===== src/dv/boot_image.hex =====
// one 32-bit word per line; word i lands at sram 2*i (low half) and 2*i+1 (high half)
3c1d0001
8fa40004
27bd0008
00851021
ac820000
1440fffb
00000000
24084a33
3c09dead
3529beef
01095021
afaa0010
0800000c
24020fae
a1b2c3d4
5e6f7081


===== src/hdl/sys_pkg.sv =====
/*
 * System constants, debug states and the retirement event record.
 * BOOT_IMAGE_FILE is relative to the simulator's working directory and must
 * hold exactly BOOT_WORDS hex words. Only the low REDIRECT_ADDR_WIDTH bits of a
 * redirect address are kept, since that is all the LEDs can show.
 */
package sys_pkg;

    localparam int DATA_WIDTH          = 32;
    localparam int RDST_WIDTH          = 5;
    localparam int REDIRECT_ADDR_WIDTH = 16;
    localparam int SEG7_DIGITS         = 8;

    localparam int    BOOT_WORDS      = 16;
    localparam int    BOOT_IDX_WIDTH  = $clog2(BOOT_WORDS);
    localparam string BOOT_IMAGE_FILE = "/design/src/dv/boot_image.hex";

    // test point values written by the test program when it finishes
    localparam logic [DATA_WIDTH-1:0] TP_PASS_CODE = 32'h0000_4a33;
    localparam logic [DATA_WIDTH-1:0] TP_FAIL_CODE = 32'h0000_fae1;

    typedef enum logic [1:0] {
        RUN,
        STEP,
        HALT,
        DONE
    } debug_state_e;

    // one retirement as reported by the core, valid when en is set
    typedef struct packed {
        logic                           en;
        logic [RDST_WIDTH-1:0]          rdst;
        logic [DATA_WIDTH-1:0]          data;
        logic                           redirect;
        logic [REDIRECT_ADDR_WIDTH-1:0] redirect_addr;
    } retire_t;

endpackage


===== src/hdl/wb_pkg.sv =====
/*
 * Wishbone and SRAM pin bundles for the boot path.
 * The SRAM data bus is split into dq_out and a separate read bus plus dq_oe;
 * the board level is expected to build the tri-state from these.
 */
package wb_pkg;

    localparam int WB_ADDR_WIDTH   = 32;
    localparam int WB_DATA_WIDTH   = 32;
    localparam int WB_SEL_WIDTH    = WB_DATA_WIDTH / 8;
    localparam int WB_CTI_WIDTH    = 3;
    localparam int WB_BTE_WIDTH    = 2;
    localparam int SRAM_ADDR_WIDTH = 20;
    localparam int SRAM_DATA_WIDTH = 16;

    typedef enum logic [WB_CTI_WIDTH-1:0] {
        CLASSIC = 3'b000,
        INCR    = 3'b010,
        END     = 3'b111
    } wb_cti_e;

    typedef struct packed {
        logic                     cyc;
        logic                     stb;
        logic                     we;
        wb_cti_e                  cti;
        logic [WB_BTE_WIDTH-1:0]  bte;
        logic [WB_SEL_WIDTH-1:0]  sel;
        logic [WB_ADDR_WIDTH-1:0] addr;
        logic [WB_DATA_WIDTH-1:0] data;
    } wb_req_t;

    typedef struct packed {
        logic                     ack;
        logic [WB_DATA_WIDTH-1:0] data;
    } wb_rsp_t;

    typedef struct packed {
        logic                       ce_n;
        logic                       oe_n;
        logic                       we_n;
        logic                       lb_n;
        logic                       ub_n;
        logic [SRAM_ADDR_WIDTH-1:0] addr;
        logic [SRAM_DATA_WIDTH-1:0] dq_out;
        logic                       dq_oe;
    } sram_pins_t;

endpackage


===== src/hdl/boot_copier.sv =====
/*
 * Copies the boot image from a small ROM into SRAM over Wishbone.
 * Word i goes to byte address 4*i as a full-width write; one request is
 * outstanding at a time. The copy starts right after reset and runs once.
 * o_boot_done stays high until the next reset.
 */
`timescale 1ns/1ps

module boot_copier
    import sys_pkg::*;
    import wb_pkg::*;
(
    input  logic    clk,
    input  logic    i_rst,
    output wb_req_t o_wb_req,
    input  wb_rsp_t i_wb_rsp,
    output logic    o_boot_done
);

    logic [WB_DATA_WIDTH-1:0] rom [BOOT_WORDS];

    logic [BOOT_IDX_WIDTH-1:0] idx_q;
    logic                      busy_q;
    logic                      done_q;
    logic                      last_word;

    initial begin
        $readmemh(BOOT_IMAGE_FILE, rom);
    end

    assign last_word = (idx_q == BOOT_IDX_WIDTH'(BOOT_WORDS - 1));

    // idle is !busy && !done, strobing is busy, finished is done
    always_ff @(posedge clk) begin
        if (i_rst) begin
            idx_q  <= '0;
            busy_q <= 1'b0;
            done_q <= 1'b0;
        end else if (!busy_q && !done_q) begin
            busy_q <= 1'b1;
        end else if (busy_q && i_wb_rsp.ack) begin
            if (last_word) begin
                busy_q <= 1'b0;
                done_q <= 1'b1;
            end else begin
                idx_q <= idx_q + 1'b1; // strobe stays up and the next word follows at once
            end
        end
    end

    always_comb begin
        o_wb_req.cyc  = busy_q;
        o_wb_req.stb  = busy_q;
        o_wb_req.we   = 1'b1;
        o_wb_req.cti  = last_word ? END : INCR;
        o_wb_req.bte  = '0; // linear burst
        o_wb_req.sel  = '1;
        o_wb_req.addr = WB_ADDR_WIDTH'({idx_q, 2'b00});
        o_wb_req.data = rom[idx_q];
    end

    assign o_boot_done = done_q;

endmodule


===== src/hdl/seg7_display.sv =====
/*
 * Hex display driver for eight seven-segment digits.
 * Outputs are active low with segment a on bit 0; digit 0 shows the lowest
 * nibble. Purely combinational.
 */
`timescale 1ns/1ps

module seg7_display
    import sys_pkg::*;
(
    input  logic [DATA_WIDTH-1:0]             i_value,
    output logic [SEG7_DIGITS-1:0][6:0]       o_hex
);

    // active-high pattern, gfedcba
    function automatic logic [6:0] seg_pattern(input logic [3:0] nibble);
        case (nibble)
            4'h0:    return 7'h3f;
            4'h1:    return 7'h06;
            4'h2:    return 7'h5b;
            4'h3:    return 7'h4f;
            4'h4:    return 7'h66;
            4'h5:    return 7'h6d;
            4'h6:    return 7'h7d;
            4'h7:    return 7'h07;
            4'h8:    return 7'h7f;
            4'h9:    return 7'h6f;
            4'ha:    return 7'h77;
            4'hb:    return 7'h7c;
            4'hc:    return 7'h39;
            4'hd:    return 7'h5e;
            4'he:    return 7'h79;
            default: return 7'h71;
        endcase
    endfunction

    for (genvar d = 0; d < SEG7_DIGITS; d++) begin : g_digit
        assign o_hex[d] = ~seg_pattern(i_value[d*4 +: 4]);
    end

endmodule


===== src/hdl/sys_ctrl.sv =====
/*
 * Debug controller for the core: run, single step, halt and test done.
 * Buttons are active low and asynchronous; a press is seen 3 clocks later.
 * The core must stop retiring while o_core_en is low, since retirements
 * arriving outside STEP are not latched.
 */
`timescale 1ns/1ps

module sys_ctrl
    import sys_pkg::*;
(
    input  logic                           clk,
    input  logic                           i_rst,
    input  logic [1:0]                     i_key,
    input  logic                           i_boot_done,
    input  retire_t                        i_retire,
    input  logic [DATA_WIDTH-1:0]          i_sim_tp,
    output logic                           o_core_en,
    output logic [REDIRECT_ADDR_WIDTH:0]   o_ledr,
    output logic [RDST_WIDTH-1:0]          o_ledg,
    output logic [DATA_WIDTH-1:0]          o_disp_data
);

    logic [1:0] key_meta_q;
    logic [1:0] key_sync_q;
    logic [1:0] key_prev_q;
    logic [1:0] key_pulse;

    debug_state_e state_q;
    debug_state_e state_d;

    logic tp_hit;
    logic step_retire;

    logic                           redirect_q;
    logic [REDIRECT_ADDR_WIDTH-1:0] redirect_addr_q;
    logic [RDST_WIDTH-1:0]          rdst_q;
    logic [DATA_WIDTH-1:0]          data_q;

    always_ff @(posedge clk) begin
        if (i_rst) begin
            key_meta_q <= '0;
            key_sync_q <= '0;
            key_prev_q <= '0;
        end else begin
            key_meta_q <= ~i_key; // pressed reads as 1 from here on
            key_sync_q <= key_meta_q;
            key_prev_q <= key_sync_q;
        end
    end

    assign key_pulse = key_sync_q & ~key_prev_q;

    assign tp_hit = (i_sim_tp == TP_PASS_CODE) || (i_sim_tp == TP_FAIL_CODE);
    assign step_retire = (state_q == STEP) && i_retire.en;

    always_comb begin
        unique case (state_q)
            RUN:     state_d = tp_hit ? DONE : (key_pulse[1] ? STEP : RUN);
            STEP:    state_d = i_retire.en ? HALT : STEP;
            HALT:    state_d = key_pulse[1] ? RUN : (key_pulse[0] ? STEP : HALT);
            DONE:    state_d = key_pulse[1] ? RUN : (key_pulse[0] ? STEP : DONE);
            default: state_d = RUN;
        endcase
    end

    always_ff @(posedge clk) begin
        if (i_rst) begin
            state_q <= RUN;
        end else if (i_boot_done) begin
            state_q <= state_d;
        end
    end

    always_ff @(posedge clk) begin
        if (i_rst) begin
            redirect_q      <= 1'b0;
            redirect_addr_q <= '0;
            rdst_q          <= '0;
            data_q          <= '0;
        end else begin
            if (step_retire) begin
                redirect_q      <= i_retire.redirect;
                redirect_addr_q <= i_retire.redirect_addr;
                rdst_q          <= i_retire.rdst;
                data_q          <= i_retire.data;
            end else if (state_q == DONE) begin
                data_q <= i_sim_tp; // digits follow the test point once finished
            end
        end
    end

    assign o_core_en   = i_boot_done && ((state_q == RUN) || (state_q == STEP));
    assign o_ledr      = {redirect_q, redirect_addr_q};
    assign o_ledg      = rdst_q;
    assign o_disp_data = data_q;

endmodule


===== src/hdl/sys_top.sv =====
/*
 * Boot and debug subsystem top level.
 * The core itself sits outside: it reports retirements and its test point
 * here and must only advance while o_core_en is high. Only the boot copier
 * masters the SRAM bridge. SRAM data is split into in and out buses.
 */
`timescale 1ns/1ps

module sys_top
    import sys_pkg::*;
    import wb_pkg::*;
(
    input  logic                           clk,
    input  logic                           i_rst,
    input  logic [1:0]                     i_key,
    input  retire_t                        i_retire,
    input  logic [DATA_WIDTH-1:0]          i_sim_tp,
    output logic                           o_core_en,
    output logic                           o_boot_done,
    output sram_pins_t                     o_sram,
    input  logic [SRAM_DATA_WIDTH-1:0]     i_sram_dq,
    output logic [REDIRECT_ADDR_WIDTH:0]   o_ledr,
    output logic [RDST_WIDTH-1:0]          o_ledg,
    output logic [SEG7_DIGITS-1:0][6:0]    o_hex
);

    wb_req_t                wb_req;
    wb_rsp_t                wb_rsp;
    logic [DATA_WIDTH-1:0]  disp_data;

    sys_ctrl u_sys_ctrl (
        .clk         (clk),
        .i_rst       (i_rst),
        .i_key       (i_key),
        .i_boot_done (o_boot_done),
        .i_retire    (i_retire),
        .i_sim_tp    (i_sim_tp),
        .o_core_en   (o_core_en),
        .o_ledr      (o_ledr),
        .o_ledg      (o_ledg),
        .o_disp_data (disp_data)
    );

    boot_copier u_boot_copier (
        .clk         (clk),
        .i_rst       (i_rst),
        .o_wb_req    (wb_req),
        .i_wb_rsp    (wb_rsp),
        .o_boot_done (o_boot_done)
    );

    wb_sram_bridge u_wb_sram_bridge (
        .clk       (clk),
        .i_rst     (i_rst),
        .i_wb_req  (wb_req),
        .o_wb_rsp  (wb_rsp),
        .o_sram    (o_sram),
        .i_sram_dq (i_sram_dq)
    );

    seg7_display u_seg7_display (
        .i_value (disp_data),
        .o_hex   (o_hex)
    );

endmodule


===== src/hdl/wb_sram_bridge.sv =====
/*
 * Wishbone slave in front of a 16-bit asynchronous SRAM.
 * Each 32-bit access becomes two half-word cycles, low half at SRAM address
 * 2*i and high half at 2*i+1, and is acked exactly 4 clocks after the first
 * cycle with cyc and stb high. Burst type fields are ignored, so every
 * access is handled as a classic cycle. The request must stay stable until ack.
 */
`timescale 1ns/1ps

module wb_sram_bridge
    import wb_pkg::*;
(
    input  logic                       clk,
    input  logic                       i_rst,
    input  wb_req_t                    i_wb_req,
    output wb_rsp_t                    o_wb_rsp,
    output sram_pins_t                 o_sram,
    input  logic [SRAM_DATA_WIDTH-1:0] i_sram_dq
);

    typedef enum logic [2:0] {
        PH_IDLE,
        PH_LO_SETUP,
        PH_LO_STROBE,
        PH_HI_SETUP,
        PH_HI_STROBE
    } phase_e;

    phase_e phase_q;
    phase_e phase_d;

    logic [SRAM_DATA_WIDTH-1:0] rd_lo_q;
    logic                       active;
    logic                       hi_half;
    logic                       strobe;
    logic [1:0]                 half_sel;

    always_comb begin
        unique case (phase_q)
            PH_IDLE:      phase_d = (i_wb_req.cyc && i_wb_req.stb) ? PH_LO_SETUP : PH_IDLE;
            PH_LO_SETUP:  phase_d = PH_LO_STROBE;
            PH_LO_STROBE: phase_d = PH_HI_SETUP;
            PH_HI_SETUP:  phase_d = PH_HI_STROBE;
            PH_HI_STROBE: phase_d = PH_IDLE;
            default:      phase_d = PH_IDLE;
        endcase
    end

    always_ff @(posedge clk) begin
        if (i_rst) begin
            phase_q <= PH_IDLE;
        end else begin
            phase_q <= phase_d;
        end
    end

    // low half of a read is parked here until the high half arrives
    always_ff @(posedge clk) begin
        if ((phase_q == PH_LO_STROBE) && !i_wb_req.we) begin
            rd_lo_q <= i_sram_dq;
        end
    end

    assign active   = (phase_q != PH_IDLE);
    assign hi_half  = (phase_q == PH_HI_SETUP) || (phase_q == PH_HI_STROBE);
    assign strobe   = (phase_q == PH_LO_STROBE) || (phase_q == PH_HI_STROBE);
    assign half_sel = hi_half ? i_wb_req.sel[3:2] : i_wb_req.sel[1:0];

    always_comb begin
        o_sram.ce_n   = ~active;
        o_sram.oe_n   = ~(active && !i_wb_req.we);
        o_sram.we_n   = ~(strobe && i_wb_req.we); // setup phases keep we_n high
        o_sram.lb_n   = ~(active && half_sel[0]);
        o_sram.ub_n   = ~(active && half_sel[1]);
        o_sram.addr   = {i_wb_req.addr[SRAM_ADDR_WIDTH:2], hi_half};
        o_sram.dq_out = hi_half ? i_wb_req.data[WB_DATA_WIDTH-1:SRAM_DATA_WIDTH]
                                : i_wb_req.data[SRAM_DATA_WIDTH-1:0];
        o_sram.dq_oe  = active && i_wb_req.we;
    end

    always_comb begin
        o_wb_rsp.ack  = (phase_q == PH_HI_STROBE);
        o_wb_rsp.data = {i_sram_dq, rd_lo_q}; // valid only with ack on a read
    end

endmodule


===== config.mk =====
export PLATFORM = sky130hd
export DESIGN_NAME = sys_top
export DESIGN_NICKNAME = d
export VERILOG_FILES = /design/src/hdl/sys_pkg.sv /design/src/hdl/wb_pkg.sv /design/src/hdl/boot_copier.sv /design/src/hdl/seg7_display.sv /design/src/hdl/sys_ctrl.sv /design/src/hdl/sys_top.sv /design/src/hdl/wb_sram_bridge.sv
export SDC_FILE = /design/constraint.sdc
export NUM_CORES = 1
export LEC_CHECK = 0
export BUFFER_PORTS_ARGS = -buffer_cell sky130_fd_sc_hd__buf_4
export CAP_MARGIN = 20
export CORE_AREA = 5 5 195 122
export DETAILED_ROUTE_END_ITERATION = 10
export DIE_AREA = 0 0 200 127
export PLACE_DENSITY_LB_ADDON = 0.08
export SLEW_MARGIN = 20
export SYNTH_ARGS = -nofsm -noshare
export SYNTH_HDL_FRONTEND = slang
export SYNTH_HIERARCHICAL = 1
export SYNTH_SLANG_ARGS = --single-unit

===== constraint.sdc =====
create_clock -name clk -period 1.4 [get_ports clk]
set_input_delay 0.14 -clock clk [delete_from_list [all_inputs] [get_ports clk]]
set_output_delay 0.14 -clock clk [all_outputs]
set_load 0.1 [all_outputs]

; After elaboration in Yosys (flattened, before gate mapping)
; Memory sizes are Yosys's and may differ from the RTL's. A register that Yosys moved wholly into a read port is not among the register bits.
; Index checks and enable logic that the tools add are counted.
[word_totals]
rom_bits = 896
ff_bits = 71
out_inout_bits = 122
inputBits = 107
elab_cells = 97
memories = 8
[memory_table]
columns = name, words, width, rd, rd_clocked_by_memory_dff, wr, line
row1 = (no name shown), 16, 7, 1, 1, 0, seg7_display.sv:17  ; case (nibble)
row2 = (no name shown), 16, 7, 1, 1, 0, seg7_display.sv:17
row3 = (no name shown), 16, 7, 1, 1, 0, seg7_display.sv:17
row4 = (no name shown), 16, 7, 1, 1, 0, seg7_display.sv:17
row5 = (no name shown), 16, 7, 1, 1, 0, seg7_display.sv:17
row6 = (no name shown), 16, 7, 1, 1, 0, seg7_display.sv:17
row7 = 2 more memories, --, --, --, --, --, --
[classes]
n_addsub = 1
muxes = 32
eq_ne = 10
n_reduce_logical = 19
bitwise_logic = 15
[ops]
columns = op, n
row1 = two-way mux 32 bit, 2
row2 = two-way mux 4 bit, 16
row3 = NOT 7 bit, 8
row4 = == test 32 x 15 -> 1 bit (second input constant), 1
row5 = == test 32 x 16 -> 1 bit (second input constant), 1
row6 = two-way mux 16 bit, 1
row7 = two-way mux 2 bit, 6
row8 = one-hot mux 3 bit (4 select lines), 1
row9 = one-hot mux 2 bit (4 select lines), 1
row10 = == test 3 x 2 -> 1 bit (second input constant), 2
row11 = AND reduction 3 bit, 2
row12 = nonzero test 2 bit, 3
row13 = two-way mux 1 bit, 5
row14 = adder 4 x 1 -> 4 bit (second input constant), 1
row15 = == test 2 bit (second input constant), 2
row16 = == test 4 bit (second input constant), 1
row17 = logical AND 1 bit, 4
row18 = logical OR 1 bit, 4
row19 = NOT 1 bit, 4
row20 = NOT 2 bit, 2
row21 = == test 3 x 1 -> 1 bit (second input constant), 1
row22 = == test 3 bit (second input constant), 1
row23 = logical NOT 3 bit, 1
row24 = nonzero test 3 bit, 1
row25 = 5 further kinds, 6

; Depth between registers and ports, before layout
; Gate-level depths: netlist (run 1).
[depth]
depth_word = 5
ltp_mapped = 8
ltp_nobuf = 6

; Hierarchy
; The synthesis (run 1) kept the hierarchy.
[by_module_without_submodules]
columns = module, seq_area_each_um2, area_each_um2, instances, cells_each
row1 = sys_ctrl, 1241.2, 2766.4, 1, 323
row2 = seg7_display, 0.0, 2000.7, 1, 248
row3 = wb_sram_bridge, 540.5, 1493.9, 1, 156
row4 = boot_copier, 120.1, 810.8, 1, 102

; Worst setup path before layout (run 1)
; No wires, ideal clock.
[synth_path]
kind = reg2out
startpoint = register u_wb_sram_bridge.phase_q[1]
endpoint = output port o_sram[0] (netlist name)
n_path_buf = 2
path_slack_ps = -2759
arrival_ps = 4019
stages_incl_launch_ff = 5
required_ps = 1260
path_cell_list = dfxtp_1 -> buf_2 -> buf_2 -> nor3_1 -> nor2b_1
[synth_rtl]
columns = item, line
row1 = from (decl), wb_sram_bridge.sv:29  ; phase_e phase_q;
row2 = from (signal assigned), wb_sram_bridge.sv:53  ; phase_q <= phase_d;
row3 = to (decl), sys_top.sv:20  ; output sram_pins_t o_sram,

==> results.md, run 1 <==
Finish:
- After the last flow step, the layout net total stands at ~1.2k.
- The layout cell share with drive strength beyond 1 is 61.87%.
- The number of antenna diodes is 0.
- The growth of design area from synthesis to finish is 96.06%.
- The non-filler instance count after layout is 1369.
- The count of fill cells added during filler insertion is 1905.
- The post-layout instance area is 12410 sq um.
- Cells fill 57.30% of the core in the end.

Timing:
- The count of endpoints failing setup in the final report is between 80 and 90.
- Across all setup checks in the final design, the least slack found is -0.5072 ns.
- The final critical path takes up 136.2% of the cycle.
- The max-slew violation total from the final report is 0.
- Timing would allow up to between 0.5 and 0.6 GHz.
- The final clock skew is 0.008350 ns.
- The slew of the pin with the lowest slew margin is a little over 0.5 ns.
- The number of endpoints with negative hold slack in the final report is 0.
- The minimum period implied by the final worst setup slack is 1.907 ns.
- Setup repair after global routing could not meet its margin everywhere.
- The headroom to the max-slew limit is 66.12%.

Die:
- For this configuration, the core starts out at a cell density of about 30%.
- The number of rows created at floorplan is 42.
- The die covers 25400 sq um.
- Pin placement for this block handled 229 I/O pins.
- Measured along the x axis, the die boundary spans 200 um.
- The die is 127 um tall.
- The area of the core is 21650 sq um.

Pwr:
- The analysis attributes to cell leakage a power of 0.005087 uW.
- The maximum ir drop on the vdd rail is between 400 and 500 uV.
- The clock network accounts for 37.7% of the total power.
- In this run the power spent charging and discharging nets is ~2000 uW.
- The fraction of power consumed by sequential logic is between 30 and 40%.
- For this design the ratio of total power to cell area is 479.9 nW/um^2.
- The total design power is 5954 uW.
- The share of total power dissipated in combinational logic is 28.5%.
- Cell internal power was estimated by the tool at 3911 uW.
- Net switching is 34.32% of the power.

Worst hold path:
- The number of instances on the worst hold path is 3.
- The type of the tightest min-delay check is input port to register.
- The endpoint of the worst hold path is u_sys_ctrl/redirect_addr_q[2].
- The worst hold path begins at i_retire[2].

Worst setup path:
- STA classifies the critical path startpoint as a register.
- STA puts the critical path data required time at 1.26 ns.
- The cell with the biggest individual delay on the critical path is sky130_fd_sc_hd__mux4_2.
- By startpoint and endpoint, the worst setup path is classified as register to output port.
- STA puts the critical path data arrival time at 1.77 ns.
- The number of cells on the worst reg-to-reg path is 7.
- Traced cell by cell, the critical path runs through inv_6 -> ha_4 -> inv_2 -> mux4_2 -> buf_12.
- On the worst path, the slowest cell contributes a delay of 0.49 ns.
- In this run the worst setup path begins at u_sys_ctrl/o_disp_data[0].
- The critical register-to-register path endpoint is u_boot_copier/idx_q[0].
- The reg-to-reg critical path startpoint is u_wb_sram_bridge/phase_q[2].
- The biggest fanout along the worst timing path is 4.
- Setup slack on the worst reg-to-reg path comes out at -0.12 ns.
- STA classifies the critical path endpoint as an output port.

Routing:
- The detailed-route DRC error count is 0.
- In the final routed layout, each cell accounts on average for 16.71 um.
- The number of design-rule violations left by the first detailed-router iteration is about 300.
- The number of antenna-violating nets in the routed design is 0.
- Detailed routing inserted a total of 6414 vias.
- The per-cell via count in the routed design is between 4 and 5.
- The number of iterations in the first detailed-routing pass is 5.
- The wire length after detailed routing is 22.88 mm.

Synthesis:
- During synthesis, Yosys emitted a total of 6 warnings.
- In this run the cell area of the synthesized design comes to about 6300 sq um.
- Each instance of the synthesized netlist takes up on average ~8 sq um.
- The post-synthesis cell count is 778.

Outcome:
- The final reports fail on setup timing.
- The flow ran to the end, but the final reports show violations.

Global routing:
- The global-route usage over all layers is 17.12%.
- For this run the aggregate overflow at the end of global routing stands at 0.
- The pin count of the biggest net entering global routing is 72.
- The number of antenna violations at the first check in global routing is 0.
- The first global-routing pass estimated 34.90 mm of wire.
- The number of global-route vias before repair is just over 6k.

Place:
- Port buffering added 196 buffers.
- The number of cells in the design after placement is around 1.3k.
- The weighted congestion at the end of routability-driven global placement is 0.7764.
- The placed standard-cell area is ~9800 sq um.
- The half-perimeter wire length after detailed placement is 16.31 mm.

Clock network:
- The clock latency on the worst-skew pair is 0.34 ns.
- TritonCTS built the clock tree.
- The total clock buffers created by CTS is 9.
- The cell sitting at the root of the clock tree is a sky130_fd_sc_hd__clkbuf_16.
- The CTS H-tree depth is 3.
- The clock slew seen by the registers of the worst setup and hold paths is about 0.060 ns.
- The clock net in this run drives a total of slightly above 70 sinks.
- The buffer depth of the longest clock path is 2.

Flow run:
- The count of max-cap constraint violations is 0.
==> flip-flops by register name (all words and copies together), names as in the netlist <==
| register | flops |
|---|---|
| u_sys_ctrl/o_ledg | 5 |
| u_sys_ctrl/state_q | 2 |
| u_sys_ctrl/key_prev_q | 2 |
| u_sys_ctrl/key_sync_q | 2 |
| u_sys_ctrl/redirect_q | 1 |
| u_boot_copier/busy_q | 1 |
| u_boot_copier/o_boot_done | 1 |
| u_sys_ctrl/key_meta_q | 2 |
| u_wb_sram_bridge/phase_q | 3 |
| u_boot_copier/idx_q | 4 |
| u_sys_ctrl/redirect_addr_q | 16 |
| u_sys_ctrl/o_disp_data | 32 |
==> worst max path at each step <==
stage | end | slack [ns] | cells past startpoint
floorplan | o_sram[0] | -0.41 | 4
global placement | u_sys_ctrl/state_q[1] | -0.30 | 6
detailed placement | u_sys_ctrl/state_q[1] | -0.24 | 6
CTS | o_hex[3] | -0.51 | 5
global route | o_hex[38] | -0.55 | 4
finish | o_hex[3] | -0.51 | 5
==> area by class of cell <==
type / instances / area, sq um / area share [%]
Inverter: 27 / 188.9 / 1.523
Multi-Input combinational cell: 600 / 5767 / 46.49
Clock inverter: 6 / 41.29 / 0.3328
Sequential cell: 71 / 1515 / 12.21
Tap cell: 286 / 357.8 / 2.885
Clock buffer: 10 / 239.0 / 1.926
Timing Repair Buffer: 369 / 4297 / 34.63
==> critical path, delay by kind of cell, from the launching register on <==
kind	cells	cell delay [ns]
flip-flops	1	0.40
multiplexers	1	0.49
buffers and inverters	3	0.29
adder cells (fa/ha/maj)	1	0.25
==> routing by layer <==
metal	GRT usage (%)	wire (um)	vias to the layer above
met5	0	0	-
met4	2.036	138	0
met3	4.632	1467	12
met2	25.44	9984	155
met1	25.50	11290	3021
li1	-	-	3226
==> power groups by stage <==
stage | Combinational (uW) | Sequential, uW | Clock, uW
6_report | 1700 | 2010 | 2240
5_1_grt | 1770 | 2010 | 2410
4_1_cts | 1690 | 2010 | 2340
3_5_place_dp | 1430 | 2060 | 0
3_3_place_gp | 1430 | 2060 | 0
2_1_floorplan | 1180 | 2050 | 0
==> layout by cell type, fill, tap and decap left out, types with 7 or more instances in the layout <==
cell type	instances
sky130_fd_sc_hd__clkbuf_16	11
sky130_fd_sc_hd__inv_6	13
sky130_fd_sc_hd__o21ai_4	12
sky130_fd_sc_hd__nand2_1	115
sky130_fd_sc_hd__nor3b_1	18
sky130_fd_sc_hd__o21ai_1	16
sky130_fd_sc_hd__inv_2	7
sky130_fd_sc_hd__mux2i_1	14
sky130_fd_sc_hd__nor2b_4	17
sky130_fd_sc_hd__a21oi_1	28
sky130_fd_sc_hd__nor2_1	74
sky130_fd_sc_hd__o221a_4	16
sky130_fd_sc_hd__a32o_4	7
sky130_fd_sc_hd__a22o_4	11
sky130_fd_sc_hd__nand2_4	11
sky130_fd_sc_hd__dfxtp_4	23
sky130_fd_sc_hd__mux4_2	7
sky130_fd_sc_hd__dfxtp_1	42
sky130_fd_sc_hd__ha_4	42
sky130_fd_sc_hd__o32ai_4	7
sky130_fd_sc_hd__buf_12	94
sky130_fd_sc_hd__conb_1	52
sky130_fd_sc_hd__buf_4	210
sky130_fd_sc_hd__nand2_2	7
sky130_fd_sc_hd__a311oi_2	27
sky130_fd_sc_hd__or3b_4	7
sky130_fd_sc_hd__buf_6	54
==> metrics by stage <==
stage | worst slack, ns | hold slack (ns) | setup TNS, ns
global route | -0.5545 | 0.03344 | -31.28
detailed placement | -0.2438 | 0.3077 | -6.506
CTS | -0.5147 | 0.03001 | -27.46
global placement | -0.3042 | 0.3021 | -6.660
finish | -0.5072 | 0.04789 | -26.61
floorplan | -0.4124 | 0.2027 | -7.641
==> what timing repair did <==
item                                    in CTS  in global routing
gates cloned                                 4                  2
hold buffers                                 2                  0
endpoints found under the setup margin      80                131
pin swaps                                   70                 47
buffers inserted                            45                 20
hold endpoints to repair                     2                  0
resized for setup                          378                 62
No activity file was read; power rests on OpenSTA's default activity.
==> inputs of run 2 (changes only) <==
==> constraint.sdc (replaced) <==
create_clock -name clk -period 1.4 [get_ports clk]
set_input_delay 0.14 -clock clk [delete_from_list [all_inputs] [get_ports clk]]
set_output_delay 0.14 -clock clk [all_outputs]
set_load 0.005 [all_outputs]
==> results.md, run 2 (synthesis results as in run 1) <==
Timing:
- The minimum period implied by the final worst setup slack is 1.803 ns (was 1.907 ns).
- The count of endpoints failing setup in the final report is 77 (was 81).
- The final clock skew was 0.005210 ns (was 0.008350 ns).
- The worst path setup slack after routing is -0.4032 ns (was -0.5072 ns).
- The post-route fraction of the period consumed by the critical path is 128.8% (was 136.2%).
- The number of endpoints with negative hold slack in the final report is 0 (unchanged).
- The fmax is 0.5546 GHz (was 0.5243 GHz).
- The max-slew violation total from the final report is 0 (unchanged).
- Setup repair after global routing missed its margin: true (unchanged).

Global routing:
- The met1 track demand over resource in global routing is 24.50% (was 25.50%).
- The pin count of the biggest net entering global routing is 52 (was 72).
- The most used routing layer in global routing was met2 (was met1).
- The number of antenna violations at the first check in global routing was 0 (unchanged).
- The number of global-route vias before repair is 6196 (was 6210).
- The wire length of the first global-routing pass is 34.28 mm (was 34.90 mm).
- The global-route track usage on met3 is 5.316% (was 4.632%).
- The global-route met2 utilization was 24.68% (was 25.44%).
- The residual overflow from global routing came to 0 (unchanged).
- The global-route usage over all layers was 16.73% (was 17.12%).

Outcome:
- Outcome: finished with violations (unchanged).
- Violated checks: setup timing (unchanged).

Routing:
- The wire length per cell after detailed routing is 17.15 um (was 16.71 um).
- The number of iterations in the first detailed-routing pass was 4 (was 5).
- The per-cell via count in the routed design is 4.682 (was 4.685).
- The number of design-rule violations left by the first detailed-router iteration is 327 (was 296).
- The detailed-route DRC error count is 0 (unchanged).
- The number of antenna-violating nets in the routed design was 0 (unchanged).
- The via count is 6410 (was 6414).
- The wire length after detailed routing is 23.48 mm (was 22.88 mm).

Finish:
- The number of antenna diodes was 0 (unchanged).
- Most frequent cells in the layout: 247 x sky130_fd_sc_hd__buf_4, 116 x sky130_fd_sc_hd__nand2_1, 104 x sky130_fd_sc_hd__buf_6 (was 210 x sky130_fd_sc_hd__buf_4, 115 x sky130_fd_sc_hd__nand2_1, 94 x sky130_fd_sc_hd__buf_12).
- The flip-flop count of the largest register after layout came to 32 (unchanged).
- The growth of design area from synthesis to finish came to 72.77% (was 96.06%).
- The post-layout instance area is 10930 sq um (was 12410 sq um).
- The count of nets after finishing is 1235 (was 1234).
- The non-filler instance count after layout was 1369 (unchanged).
- The layout cell share with drive strength beyond 1 is 57.71% (was 61.87%).
- The most common cell after layout, fill and taps aside is sky130_fd_sc_hd__buf_4 (unchanged).

Clock network:
- The total clock buffers created by CTS is 9 (unchanged).
- The CTS sink count is 71 (unchanged).
- The CTS H-tree depth came to 3 (unchanged).
- The cell chosen for the clock root is sky130_fd_sc_hd__clkbuf_16 (unchanged).
- The buffer depth of the longest clock path was 2 (unchanged).
- The clock latency on the worst-skew pair is 0.34 ns (about the same).
- The TritonCTS clock tree was done (unchanged).
- The clock slew seen by the registers of the worst setup and hold paths is 0.06 ns (about the same).

Pwr:
- The part of the power in the clock network came to 43.0% (was 37.7%).
- The leakage power is 0.004556 uW (was 0.005087 uW).
- The fraction of power consumed by sequential logic is 39.9% (was 33.8%).
- The part of the power in combinational logic came to 17.1% (was 28.5%).
- The maximum ir drop on the vdd rail is 512.6 uV (was 462.7 uV).
- The switching power of the nets is 1341 uW (was 2043 uW).
- The total internal power is 3734 uW (was 3911 uW).
- The net switching share of the total power is 26.42% (was 34.32%).
- The total design power is 5074 uW (was 5954 uW).
- The cell area power density is 464.2 nW/um^2 (was 479.9 nW/um^2).

Worst setup path:
- The category of the worst setup path capture point was an output port (unchanged).
- The delay of the slowest cell on the worst path came to 0.47 ns (was 0.49 ns).
- The cell with the biggest individual delay on the critical path is sky130_fd_sc_hd__mux4_2 (unchanged).
- The arrival time at the worst endpoint is 1.66 ns (was 1.77 ns).
- The required time of the critical path is 1.26 ns (about the same).
- Worst path cell trace: inv_4 -> ha_4 -> inv_2 -> mux4_2 -> buf_6 (was inv_6 -> ha_4 -> inv_2 -> mux4_2 -> buf_12).
- The kind of start point of the critical path is a register (unchanged).
- The biggest fanout along the worst timing path came to 4 (unchanged).
- The critical path class is register to output port (unchanged).

Die:
- The number of ports placed on the die boundary is 229 (unchanged).
- The effective utilization at floorplan is 29.22% (unchanged).
- The full die area is 25400 sq um (unchanged).
- The horizontal die dimension is 200 um (unchanged).
- The area of the core came to 21650 sq um (unchanged).
- The die outline height was 127 um (unchanged).
- The number of rows created at floorplan is 42 (unchanged).

Flow run:
- The count of max-cap constraint violations is 0 (unchanged).

Place:
- The weighted congestion at the end of routability-driven global placement is 0.7898 (was 0.7764).
- The half-perimeter wire length after detailed placement is 16.14 mm (was 16.31 mm).
- The count of input and output buffers is 196 (unchanged).
- The number of cells in the design after placement is 1298 (unchanged).
- The placed standard-cell area is 8471 sq um (was 9758 sq um).

Worst hold path:
- The type of the tightest min-delay check is input port to register (unchanged).
==> run 2: layout make-up <==
type                            count  area [sq um]
Fill cell                        2028         10720
Clock buffer                       10         239.0
Multi-Input combinational cell    600          5239
Inverter                           27         161.4
Timing Repair Buffer              370          3408
Clock inverter                      5         35.03
Tap cell                          286         357.8
Sequential cell                    71          1491
==> run 2: power by group through the flow <==
stage / combinational, uW / sequential (uW) / clock (uW)
6_report: 867 / 2030 / 2180
5_1_grt: 936 / 2030 / 2360
4_1_cts: 824 / 2040 / 2260
3_5_place_dp: 735 / 2090 / 0
3_3_place_gp: 734 / 2090 / 0
2_1_floorplan: 452 / 2090 / 0
==> run 2: what timing repair did <==
action,CTS,global route
setup buffers,33,24
endpoints found under the setup margin,96,101
cloned,1,5
pin swaps,70,65
hold buffers,2,0
gates resized for setup,281,135
hold endpoints to repair,2,0
==> run 2: worst paths after layout <==
check                              start                        endpoint  slack [ns]  depth (start not counted)
max           u_sys_ctrl/o_disp_data[16]                       o_hex[31]       -0.40                          5
min                         i_retire[12]  u_sys_ctrl/redirect_addr_q[12]        0.04                          3
max reg2reg  u_wb_sram_bridge/phase_q[1]          u_boot_copier/idx_q[2]           0                          7
min reg2reg     u_sys_ctrl/key_meta_q[0]        u_sys_ctrl/key_sync_q[0]        0.44                          1
==> run 2: per-stage QoR <==
step / hold WS [ns] / setup slack [ns] / TNS (ns) / util (%)
detailed placement: 0.2985 / -0.1460 / -1.742 / 39.12
global placement: 0.2966 / -0.1477 / -1.376 / 39.12
floorplan: 0.2087 / -0.005517 / -0.005517 / -
finish: 0.04394 / -0.4032 / -19.57 / 50.49
global route: 0.02686 / -0.4813 / -24.64 / 50.49
CTS: 0.02678 / -0.4068 / -20.21 / 46.71
==> run 2: routing by layer <==
| layer | vias up | share of wire, % |
|---|---|---|
| met4 | 0 | 0.57 |
| met2 | 172 | 43 |
| met3 | 14 | 7.8 |
| li1 | 3203 | - |
| met1 | 3021 | 49 |
| met5 | - | 0 |
==> run 2: critical path: cells and delay by family (launching register included) <==
kind,cells,cell delay [ns]
muxes,1,0.47
buffers and inverters,3,0.23
adders and majority gates,1,0.25
DFF,1,0.38
